[src/design/emulib_macros.svh]
`ifndef EMULIB_MACROS_SVH
`define EMULIB_MACROS_SVH

// trace records buffered between the model and the host
`define EMULIB_TRACE_DEPTH 16

// host command words waiting for the model to pick them up
`define EMULIB_CMD_DEPTH 4

// cycle timestamp width, the counter wraps silently at this size
`define EMULIB_TS_WIDTH 23

`endif

[src/design/emulib_pkg.sv]
`include "emulib_macros.svh"

package emulib_pkg;

    // one trace record, the host reads evt_data first and the upper half after it
    typedef struct packed {
        logic                        ovf;
        logic [`EMULIB_TS_WIDTH-1:0] ts;
        logic [7:0]                  evt_id;
        logic [31:0]                 evt_data;
    } trace_rec_t;

    // command word written by the host into the mailbox
    typedef logic [15:0] cmd_t;

endpackage

[src/design/emulib_fifo.sv]
`timescale 1ns/100ps

module emulib_fifo #(
    parameter type T     = logic [31:0],
    parameter int  DEPTH = 8
) (
    input  logic clk,
    input  logic rst,

    input  logic winc,
    output logic wfull,
    input  T     wdata,

    input  logic rinc,
    output logic rempty,
    output T     rdata
);

    localparam int AW = $clog2(DEPTH);
    localparam logic [AW-1:0] PTR_LAST = AW'(DEPTH - 1);

    T              mem [DEPTH];
    logic [AW-1:0] wp;
    logic [AW-1:0] rp;
    logic [AW-1:0] wp_next;
    logic [AW-1:0] rp_next;
    logic          wfire;
    logic          rfire;

    assign wfire = winc && !wfull;
    assign rfire = rinc && !rempty;

    // pointers wrap explicitly so DEPTH need not be a power of two
    assign wp_next = (wp == PTR_LAST) ? '0 : wp + 1'b1;
    assign rp_next = (rp == PTR_LAST) ? '0 : rp + 1'b1;

    always_ff @(posedge clk) begin
        if (rst) begin
            wp <= '0;
            rp <= '0;
        end else begin
            if (wfire) begin
                wp <= wp_next;
            end
            if (rfire) begin
                rp <= rp_next;
            end
        end
    end

    // a read always frees a slot, and full is only reached by a write catching up
    always_ff @(posedge clk) begin
        if (rst) begin
            wfull <= 1'b0;
        end else if (rfire) begin
            wfull <= 1'b0;
        end else if (wfire && wp_next == rp) begin
            wfull <= 1'b1;
        end
    end

    always_ff @(posedge clk) begin
        if (rst) begin
            rempty <= 1'b1;
        end else if (wfire) begin
            rempty <= 1'b0;
        end else if (rfire && rp_next == wp) begin
            rempty <= 1'b1;
        end
    end

    always_ff @(posedge clk) begin
        if (wfire) begin
            mem[wp] <= wdata;
        end
    end

    // rdata keeps the last popped entry until the next pop
    always_ff @(posedge clk) begin
        if (rfire) begin
            rdata <= mem[rp];
        end
    end

    a_flags_exclusive: assert property (@(posedge clk) disable iff (rst) !(wfull && rempty))
        else $error("fifo flags full and empty at the same time");

    a_empty_after_reset: assert property (@(posedge clk) rst |=> rempty)
        else $error("fifo not empty after reset");

endmodule

[src/design/emulib_event_stamper.sv]
`timescale 1ns/100ps
`include "emulib_macros.svh"

module emulib_event_stamper (
    input  logic                   clk,
    input  logic                   rst,

    input  logic                   evt_strobe,
    input  logic [7:0]             evt_id,
    input  logic [31:0]            evt_data,

    input  logic                   full,
    output logic                   push,
    output emulib_pkg::trace_rec_t rec
);

    logic [`EMULIB_TS_WIDTH-1:0] ts_cnt;
    logic                        lost;

    // free running cycle count, zero at the first edge out of reset
    always_ff @(posedge clk) begin
        if (rst) begin
            ts_cnt <= '0;
        end else begin
            ts_cnt <= ts_cnt + 1'b1;
        end
    end

    // remembers that events were dropped until a record gets through to carry it
    always_ff @(posedge clk) begin
        if (rst) begin
            lost <= 1'b0;
        end else if (push) begin
            lost <= 1'b0;
        end else if (evt_strobe && full) begin
            lost <= 1'b1;
        end
    end

    assign push = evt_strobe && !full;

    assign rec.ovf      = lost;
    assign rec.ts       = ts_cnt;
    assign rec.evt_id   = evt_id;
    assign rec.evt_data = evt_data;

    a_no_push_when_full: assert property (@(posedge clk) disable iff (rst) !(push && full))
        else $error("record pushed into a full trace fifo");

endmodule

[src/design/emulib_host_reader.sv]
`timescale 1ns/100ps

module emulib_host_reader (
    input  logic                   clk,
    input  logic                   rst,

    input  logic                   fifo_empty,
    output logic                   fifo_pop,
    input  emulib_pkg::trace_rec_t fifo_rec,

    input  logic                   host_rd,
    output logic                   host_avail,
    output logic [31:0]            host_word
);

    typedef enum logic [1:0] {
        s_idle,
        s_load,
        s_word0,
        s_word1
    } state_t;

    state_t                 state;
    emulib_pkg::trace_rec_t rec_buf;

    // one record in flight at a time, the next pop waits for the host
    always_ff @(posedge clk) begin
        if (rst) begin
            state <= s_idle;
        end else begin
            case (state)
                s_idle: begin
                    if (!fifo_empty) begin
                        state <= s_load;
                    end
                end
                s_load: begin
                    state <= s_word0;
                end
                s_word0: begin
                    if (host_rd) begin
                        state <= s_word1;
                    end
                end
                s_word1: begin
                    if (host_rd) begin
                        state <= s_idle;
                    end
                end
                default: begin
                    state <= s_idle;
                end
            endcase
        end
    end

    // fifo rdata is valid in load, one edge after the pop
    always_ff @(posedge clk) begin
        if (state == s_load) begin
            rec_buf <= fifo_rec;
        end
    end

    assign fifo_pop   = (state == s_idle) && !fifo_empty;
    assign host_avail = (state == s_word0) || (state == s_word1);

    // word 1 is the upper half, holding ovf, ts and evt_id
    assign host_word = (state == s_word1) ? rec_buf[63:32] : rec_buf.evt_data;

    a_pop_from_idle: assert property (@(posedge clk) disable iff (rst)
        fifo_pop |-> (state == s_idle) ##2 host_avail)
        else $error("trace pop outside idle or record not presented");

endmodule

[src/design/emulib_trace_unit.sv]
`timescale 1ns/100ps
`include "emulib_macros.svh"

module emulib_trace_unit (
    input  logic             clk,
    input  logic             rst,

    // event strobes from the emulated model
    input  logic             evt_strobe,
    input  logic [7:0]       evt_id,
    input  logic [31:0]      evt_data,

    // host side of the trace channel
    input  logic             host_rd,
    output logic             host_avail,
    output logic [31:0]      host_word,

    // host side of the command mailbox
    input  logic             host_cmd_wr,
    input  emulib_pkg::cmd_t host_cmd,
    output logic             host_cmd_full,

    // model side of the command mailbox
    input  logic             cmd_rd,
    output logic             cmd_valid,
    output emulib_pkg::cmd_t cmd_word
);

    logic                   trace_push;
    logic                   trace_full;
    emulib_pkg::trace_rec_t trace_wrec;
    logic                   trace_pop;
    logic                   trace_empty;
    emulib_pkg::trace_rec_t trace_rrec;
    logic                   cmd_empty;

    emulib_event_stamper u_event_stamper (
        .clk        (clk),
        .rst        (rst),
        .evt_strobe (evt_strobe),
        .evt_id     (evt_id),
        .evt_data   (evt_data),
        .full       (trace_full),
        .push       (trace_push),
        .rec        (trace_wrec)
    );

    emulib_fifo #(
        .T     (emulib_pkg::trace_rec_t),
        .DEPTH (`EMULIB_TRACE_DEPTH)
    ) u_trace_fifo (
        .clk    (clk),
        .rst    (rst),
        .winc   (trace_push),
        .wfull  (trace_full),
        .wdata  (trace_wrec),
        .rinc   (trace_pop),
        .rempty (trace_empty),
        .rdata  (trace_rrec)
    );

    emulib_host_reader u_host_reader (
        .clk        (clk),
        .rst        (rst),
        .fifo_empty (trace_empty),
        .fifo_pop   (trace_pop),
        .fifo_rec   (trace_rrec),
        .host_rd    (host_rd),
        .host_avail (host_avail),
        .host_word  (host_word)
    );

    emulib_fifo #(
        .T     (emulib_pkg::cmd_t),
        .DEPTH (`EMULIB_CMD_DEPTH)
    ) u_cmd_fifo (
        .clk    (clk),
        .rst    (rst),
        .winc   (host_cmd_wr),
        .wfull  (host_cmd_full),
        .wdata  (host_cmd),
        .rinc   (cmd_rd),
        .rempty (cmd_empty),
        .rdata  (cmd_word)
    );

    assign cmd_valid = !cmd_empty;

endmodule

[config.mk]
export PLATFORM = sky130hd
export DESIGN_NAME = emulib_trace_unit
export DESIGN_NICKNAME = d
export VERILOG_FILES = /design/src/design/emulib_pkg.sv /design/src/design/emulib_fifo.sv /design/src/design/emulib_event_stamper.sv /design/src/design/emulib_host_reader.sv /design/src/design/emulib_trace_unit.sv
export VERILOG_INCLUDE_DIRS = /design/src /design/src/design
export SDC_FILE = /design/constraint.sdc
export NUM_CORES = 1
export LEC_CHECK = 0
export ABC_AREA = 1
export BUFFER_PORTS_ARGS = -buffer_cell sky130_fd_sc_hd__buf_2
export CAP_MARGIN = 5
export CORE_ASPECT_RATIO = 2
export CORE_MARGIN = 10
export CORE_UTILIZATION = 25
export DETAILED_ROUTE_END_ITERATION = 7
export SLEW_MARGIN = 10
export SYNTH_ARGS = -nofsm -noshare
export SYNTH_HDL_FRONTEND = slang
export SYNTH_SLANG_ARGS = --single-unit
[constraint.sdc]
create_clock -name clk -period 4.96 [get_ports clk]
set_input_delay 1.24 -clock clk [delete_from_list [all_inputs] [get_ports clk]]
set_output_delay 1.24 -clock clk [all_outputs]
set_load 0.03 [all_outputs]
==> results.md, run 1 <==
- Area of all sequential standard cells: around 0.038 mm^2
- Post-Route WL: around 140,000 um
- Cell count after synthesis: ~3,700
- Net count of the mapped netlist: roughly 3,800
- Place WS: about 1.4 ns
- Number of remaining DRC errors: 0
- Cell area after layout: approximately 0.057 mm^2
- Cells taking the most area after synthesis: sky130_fd_sc_hd__edfxtp_1 75%, sky130_fd_sc_hd__nor2_1 6.1%, sky130_fd_sc_hd__o21ai_0 4.0%, sky130_fd_sc_hd__o211ai_1 3.9%, sky130_fd_sc_hd__nand2_1 1.9%
- Top Ports: around 110
- TritonCTS buffer count: around 110
- Clock tree from TritonCTS: built
- Die footprint: about 0.22 mm^2
- Die W: around 330 um
- Final setup skew: approximately 0.037 ns
- Pint: between 15 and 20 mW
- HP Class: reg2reg
- Clk Tree Root Cell: sky130_fd_sc_hd__clkbuf_16
- Cell count after placement: roughly 6,200
- CTS sink cnt: ~1,300
- Number of resized instances in the post-cts repair step: 0
- Smallest setup slack after layout: about 0.86 ns
- Reg power frac: 49.8%
- Cell Pwr Density: between 400 and 500 mW/mm^2
- Maximum root-to-sink buffer count: 3
- Pin count of the biggest net entering global routing: approximately 180
- Average wire per cell in the routed design: roughly 21 um
- Die height: ~650 um
- Combinational share of power: 16.2%
- Share of the core filled with cells in the final layout: approximately 29%
- Post-synthesis cell area: about 0.050 mm^2
- F_max: around 240 MHz
- Synth top area share: about three quarters
- Placed Instance Area: ~0.053 mm^2
- Clock insertion delay at the later pin of the skew report: roughly 0.73 ns
- Warnings from Yosys: 0
- Area taken by multi-input logic gates: just over 0.01 mm^2
- Mean cell area of the mapped netlist: approximately 13 um^2
- Filler cell count in the final layout: between 15,000 and 20,000
- Clock slew at reported path FFs: about 0.07 ns
- Number of non-filler instances in the completed layout: 6,434
- DP HPWL: around 83,000 um
- Area delta synth->final: 14.3%
- Kind of capture point of the worst setup path: output pin
- Crit path DAT: roughly 2.9 ns
- Launch point of the worst hold path: u_trace_fifo.rdata[56]
- Final Hold Violating Endpoints: 0
- Core Box Area: around 0.20 mm^2
- Unrepaired setup endpoints after global routing: false
- Yosys top cell by area: sky130_fd_sc_hd__edfxtp_1
- Count of pins over their slew limit: 0
- Setup TNS: 0 ns
- Final Setup Violations: 0
- Startpoint class of the critical path: register
- Overflow left after global routing: 0
- Outcome: finished, final reports clean
- Fraction of layout cells with a size suffix above 1: 9.67%
- Lkg Pwr: between 15 and 20 nW
- Worst flop-to-flop path startpoint: u_trace_fifo.rp[0]
- WP data required: around 3.7 ns
- Relative slew slack: a little over a fifth
- Number of synthesized register bits: 1,274
- Detail-routed via count per cell: between 4 and 5
- Number of antenna violations at the first check in global routing: 7
- Routability cong.: ~0.83
- IR Drop Worst-Case VDD: about 470 uV
- Transition at the pin with the smallest max-transition slack: 1.17 ns
- Starting density of the core: roughly 25%
- Fraction of power spent switching nets: 29.0%
- Clock share of power: about a third
- GRT Overall Usage: ~12%
- Shortest clock period the worst path allows after layout: 4.10 ns
- First-pass detailed-route iteration total: 5
- Yosys cell types: 31
- Antenna viol nets, final: 0
- Via count of the first global-routing pass: 29,700
- Row count: 231
- Switching power total: 7.50 mW
- Max_cap viols: 0
- Cts-stage hold buffer count: 0
- Ratio of final minimum period to clock period: between 80 and 90%
- Detailed-route via count: 29,900
- Number of setup buffers added after CTS: 0
- Buffers on Ports: about 110
- Crit Path Max Fanout: 32
- Wire length of the first global-routing pass: roughly 200,000 um
- Iter 0 DRT Violations: around 2,800
- CTS H-tree depth: 3
- Proportion of synthesized chip area in sequential cells: 76.4%
- Critical Path Source: u_host_reader.state[0]
- Layout Nets: 3,852
- Critical path start-end classification: reg2out
-- synth_stat cells, drive strengths merged --
| cell | n |
|---|---|
| a211oi | 3 |
| a21oi | 57 |
| a31oi | 1 |
| buf | 122 |
| clkbuf | 112 |
| clkinv | 1 |
| dfxtp | 42 |
| edfxtp | 1232 |
| ha | 16 |
| inv | 80 |
| nand2 | 247 |
| nand3 | 149 |
| nand3b | 2 |
| nand4 | 6 |
| nor2 | 809 |
| nor3 | 4 |
| o211ai | 256 |
| o21a | 1 |
| o21ai | 561 |
| o22ai | 19 |
| o31a | 1 |
| or2 | 1 |
| xnor2 | 1 |
| xor2 | 2 |
-- kinds of logic (layout without fill, tap and decap cells) --
| family | after synthesis | in the layout | share of synthesized area [%] |
|---|---|---|---|
| simple gates | 1218 | 1218 | 9.67 |
| buf+inv | 315 | 458 | 3.01 |
| other cells | 0 | 3 | 0 |
| compound gates | 899 | 899 | 10.5 |
| fa+ha+maj | 16 | 16 | 0.404 |
| xor+xnor | 3 | 3 | 0.0531 |
| flops | 1274 | 1274 | 76.4 |
-- placed cells by master (no fill, tap or decap), types with 17 or more instances in the layout --
master / instances
sky130_fd_sc_hd__buf_4: 48
sky130_fd_sc_hd__inv_1: 77
sky130_fd_sc_hd__nor2_1: 788
sky130_fd_sc_hd__clkinv_1: 19
sky130_fd_sc_hd__o22ai_1: 19
sky130_fd_sc_hd__nand3_1: 149
sky130_fd_sc_hd__nor2_4: 17
sky130_fd_sc_hd__edfxtp_1: 1232
sky130_fd_sc_hd__dfxtp_1: 38
sky130_fd_sc_hd__clkbuf_16: 107
sky130_fd_sc_hd__buf_2: 112
sky130_fd_sc_hd__nand2_1: 247
sky130_fd_sc_hd__clkinv_2: 24
sky130_fd_sc_hd__o211ai_1: 256
sky130_fd_sc_hd__o21ai_0: 393
sky130_fd_sc_hd__a21oi_1: 57
sky130_fd_sc_hd__o21ai_1: 168
-- metal layers --
metal	up-vias	wire, um	GRT usage, %
met5	-	49	0
met4	8	6480	5.83
met3	259	5860	1.54
met2	884	73700	22.7
met1	15000	50700	13.4
li1	13700	-	-
-- power groups by stage --
stage	Combinational, mW	Clock (mW)	Sequential [mW]
finish	4.19	8.81	12.9
global route	4.65	9.41	13.0
CTS	4.27	8.99	12.9
detailed placement	4.24	0	13.2
global placement	4.20	0	13.2
floorplan	2.91	0	12.9
-- final cells by class --
class / count / share of cell area, %
repair buffers: 175 / 2.16
multi-input cells: 2136 / 18.3
diodes: 3 / 0.0133
well taps: 2563 / 5.66
flip-flops and latches: 1274 / 66.9
clock inverters: 80 / 1.65
clock buffers: 122 / 4.83
inverters: 81 / 0.572
-- sequential cells by signal (all words and copies together), names as in the netlist --
name / count
u_trace_fifo.mem: 1024
u_cmd_fifo.mem: 64
u_host_reader.rec_buf: 64
u_trace_fifo.rdata: 64
u_event_stamper.ts_cnt: 23
u_cmd_fifo.rdata: 16
u_trace_fifo.rp: 4
u_trace_fifo.wp: 4
u_cmd_fifo.rp: 2
u_cmd_fifo.wp: 2
u_host_reader.state: 2
u_cmd_fifo.rempty: 1
u_cmd_fifo.wfull: 1
u_event_stamper.lost: 1
u_trace_fifo.rempty: 1
u_trace_fifo.wfull: 1
-- stage by stage --
stage	total power [mW]	hold WS, ns
after floorplan	15.8	0.400
after detailed placement	17.4	0.406
after global routing	27.0	0.423
after CTS	26.2	0.418
final	25.9	0.414
after global placement	17.4	0.410
-- worst max-delay path, cell delays in order, from the launching register on --
cell	delay (ns)
sky130_fd_sc_hd__dfxtp_1	0.35
sky130_fd_sc_hd__ha_1	0.37
sky130_fd_sc_hd__inv_1	0.91
sky130_fd_sc_hd__nand2_1	0.17
sky130_fd_sc_hd__nand2_1	0.13
sky130_fd_sc_hd__buf_2	0.20
-- path summary, 6_finish.rpt --
path / slack, ns / endpoint / cells past startpoint
worst max-delay path: 0.86 / host_word[10] / 5
worst min-delay path: 0.41 / u_host_reader.rec_buf[56] / 0
worst max register to register: 2.07 / u_trace_fifo.rdata[1] / 9
worst min register to register: 0.41 / u_host_reader.rec_buf[56] / 0
Note: power is estimated with default switching activity, not from simulation.
==> run 2, diff against run 1 <==
==> constraint.sdc (replaced) <==
create_clock -name clk -period 3.45 [get_ports clk]
set_input_delay 0.8625 -clock clk [delete_from_list [all_inputs] [get_ports clk]]
set_output_delay 0.8625 -clock clk [all_outputs]
set_load 0.03 [all_outputs]
==> run 2 against run 1 <==
Non-clock buffer count rose by 30. Register-to-register slack got worse by 0.96 ns. Hold slack worse by 0.087 ns. Critical path depth unchanged. Critical endpoint is now host_word[4]. Via count rose by 0.26%. Highest routed layer unchanged. Design area rose by 0.65%. Count of clock-buffer cells in the layout grew 8.
==> results.md, run 2 (synthesis results as in run 1) <==
- Outcome: finished, final reports clean
- Number of antenna violations at the first check in global routing: 14 (+7)
- Core Box Area: 0.197 mm^2 (unchanged)
- Cell Pwr Density: 650 mW/mm^2 (+42%)
- Busiest metal layer after global routing: met2
- Via count of the first global-routing pass: 30,100 (+1.4%)
- Final Setup Violations: 0 (unchanged)
- Starting density of the core: 25.1% (unchanged)
- Detailed-route via count: 29,900 (+0.26%)
- Worst flop-to-flop path startpoint: u_trace_fifo.rp[0]
- Antenna viol nets, final: 0 (unchanged)
- Reg-to-reg setup timing slack: 1.11 ns (-0.96 ns)
- Startpoint class of the critical path: register
- Die height: 649 um (unchanged)
- Clock insertion delay at the later pin of the skew report: 0.75 ns (+0.02 ns)
- CTS H-tree depth: 3 (unchanged)
- Clk Tree Root Cell: sky130_fd_sc_hd__clkbuf_16
- Average wire per cell in the routed design: 20.5 um (-3.4%)
- Top Ports: 113 (unchanged)
- Crit path DAT: 2.47 ns (-0.39 ns)
- Pin count of the biggest net entering global routing: 140 (-20%)
- Clock slew at reported path FFs: 0.07 ns (about the same)
- List of cells traversed by the critical path: ha_1 > clkinvlp_4 > nand2_1 > nand2_1 > buf_2
- Clock tree from TritonCTS: built
- IR Drop Worst-Case VDD: 450 uV (-4.1%)
- Die W: 335 um (unchanged)
- Library cell contributing the largest single delay on the critical path: sky130_fd_sc_hd__clkinvlp_4
- Worst Hold Path Cells: 1 (+1)
- Die footprint: 0.217 mm^2 (unchanged)
- First-pass detailed-route iteration total: 7 (+2)
- Number of flip-flops under the largest register name: 1,024 (unchanged)
- Number of non-filler instances in the completed layout: 6,468 (+0.53%)
- Final Hold Violating Endpoints: 0 (unchanged)
- Fraction of layout cells with a size suffix above 1: 9.95% (+0.28 points)
- Post-route worst hold slack: 0.327 ns (-0.0873 ns)
- DP HPWL: 79,600 um (-3.7%)
- Largest incremental delay on the critical path: 0.52 ns (-0.39 ns)
- Area delta synth->final: 15.1%
- F_max: around 300 MHz
- R2r endpoint: u_trace_fifo.rdata[34]
- Area taken by multi-input logic gates: 0.0103 mm^2 (about the same)
- HP Class: in2reg
- Launch point of the worst hold path: host_cmd[8]
- Wire length of the first global-routing pass: 196,000 um (-2.4%)
- Share of the core filled with cells in the final layout: 28.9% (+0.19 points)
- Post-Route WL: 133,000 um (-2.8%)
- Routability cong.: 0.779 (-5.6%)
- Cell count after placement: 6,259 (+0.48%)
- Number of remaining DRC errors: 0 (unchanged)
- Met1 GRT Util: 12.9% (-0.56 points)
- Top register by number of flip-flops: u_trace_fifo.mem
- Relative slew slack: 29.3% (+7.5 points)
- Max_cap viols: 0 (unchanged)
- Transition at the pin with the smallest max-transition slack: 1.06 ns (-0.113 ns)
- Most common cell after layout, fill and taps aside: sky130_fd_sc_hd__edfxtp_1
- Iter 0 DRT Violations: 2,686 (-4.2%)
- Filler cell count in the final layout: 19,700 (+0.046%)
- Worst Hold Path EP: u_cmd_fifo.mem[2][8]
- Maximum root-to-sink buffer count: 3 (unchanged)
- Kind of capture point of the worst setup path: output pin
- Met3 Usage GRT: 1.45% (-0.086 points)
- Final setup skew: 0.0652 ns (+0.0280 ns)
- GR Layer Usage met2: 22.8% (+0.066 points)
- Detail-routed via count per cell: 4.63 (-0.27%)
- GRT Overall Usage: 11.7% (-0.43 points)
- Overflow left after global routing: 0 (unchanged)
- Leading cell types in the layout, fill and taps excluded: 1,232 x sky130_fd_sc_hd__edfxtp_1, 792 x sky130_fd_sc_hd__nor2_1, 393 x sky130_fd_sc_hd__o21ai_0
- Area of all sequential standard cells: 0.0379 mm^2 (unchanged)
- Depth of the most critical reg-to-reg path: 6 (-3)
- Critical Path Source: u_host_reader.state[0]
- Smallest setup slack after layout: 0.120 ns (-0.741 ns)
- PnR Total Power: 37.1 mW (+43%)
- Count of pins over their slew limit: 0 (unchanged)
- TritonCTS buffer count: 108 (+1.9%)
- Critical path start-end classification: reg2out
- Most common cell type on the critical path: sky130_fd_sc_hd__nand2_1
- Layout Nets: 3,885 (+0.86%)
- Place WS: 0.687 ns (-0.733 ns)
- Ratio of final minimum period to clock period: a little over nine tenths
- CTS sink cnt: 1,274 (unchanged)
- Lkg Pwr: 17.8 nW (+0.99%)
- Buffers on Ports: 112 (unchanged)
- WP data required: 2.59 ns (-1.13 ns)
- Row count: 231 (unchanged)
- Shortest clock period the worst path allows after layout: 3.33 ns
- Crit Path Max Fanout: 16 (-50%)
## run 2: changes by cell type in the layout (fill, tap and decap cells not counted), sizes merged, moves of 3 or more
cell / previous run / this run
buf: 175 / 205
diode: 3 / 6
inv: 87 / 82
bufinv: 15 / 11
clkinv: 51 / 55
clkbuf: 122 / 130
## run 2: final cells by class
class                           instances  share of cell area (%)
Sequential cell                      1274                    66.4
Multi-Input combinational cell       2136                    18.1
Tap cell                             2563                    5.63
Clock buffer                          130                    4.89
Timing Repair Buffer                  205                    2.96
Clock inverter                         72                    1.36
Inverter                               81                   0.575
Antenna cell                            6                  0.0263
Timing Repair inverter                  1                  0.0132
## run 2: what timing repair did
item,4_1_cts,5_1_grt
endpoints found under the hold margin,0,0
hold buffers,0,0
endpoints found under the setup margin,32,19
buffers inserted,0,0
gates cloned,0,1
resized for setup,1,1
## run 2: power breakdown
group,switching (mW),internal [mW]
Combinational,4.41,1.65
Sequential,0.568,18.0
Clock,5.76,6.66
## run 2: layer usage
metal | part of all wire (%) | vias to the layer above
met5 | 0.019 | -
met4 | 2.9 | 4
met3 | 4.2 | 217
met2 | 55 | 816
met1 | 38 | 15100
li1 | - | 13800
## run 2: metrics by stage
stage | cell area (um^2) | TNS (ns)
2_1_floorplan | 49500 | -961.19
6_report | 57000 | 0
3_3_place_gp | 53400 | 0
3_5_place_dp | 53400 | 0
5_1_grt | 57000 | -0.0592
4_1_cts | 57000 | 0
## run 2: worst max-delay path by stage
stage | endpoint | slack [ns] | depth (start not counted)
2_1_floorplan | u_trace_fifo.mem[11][0] | -0.92 | 4
3_3_place_gp | host_word[16] | 0.77 | 5
6_report | host_word[4] | 0.12 | 5
3_5_place_dp | host_word[15] | 0.69 | 5
4_1_cts | host_word[15] | 0.05 | 5
5_1_grt | host_word[5] | -0.02 | 5
## run 2: worst max-delay path, delay by kind of cell, from the launching register on
family                   cells  cell delay (ns)
flip-flops                   1             0.40
adder cells (fa/ha/maj)      1             0.35
AND/OR/NAND/NOR              2             0.27
buffers and inverters        2             0.70
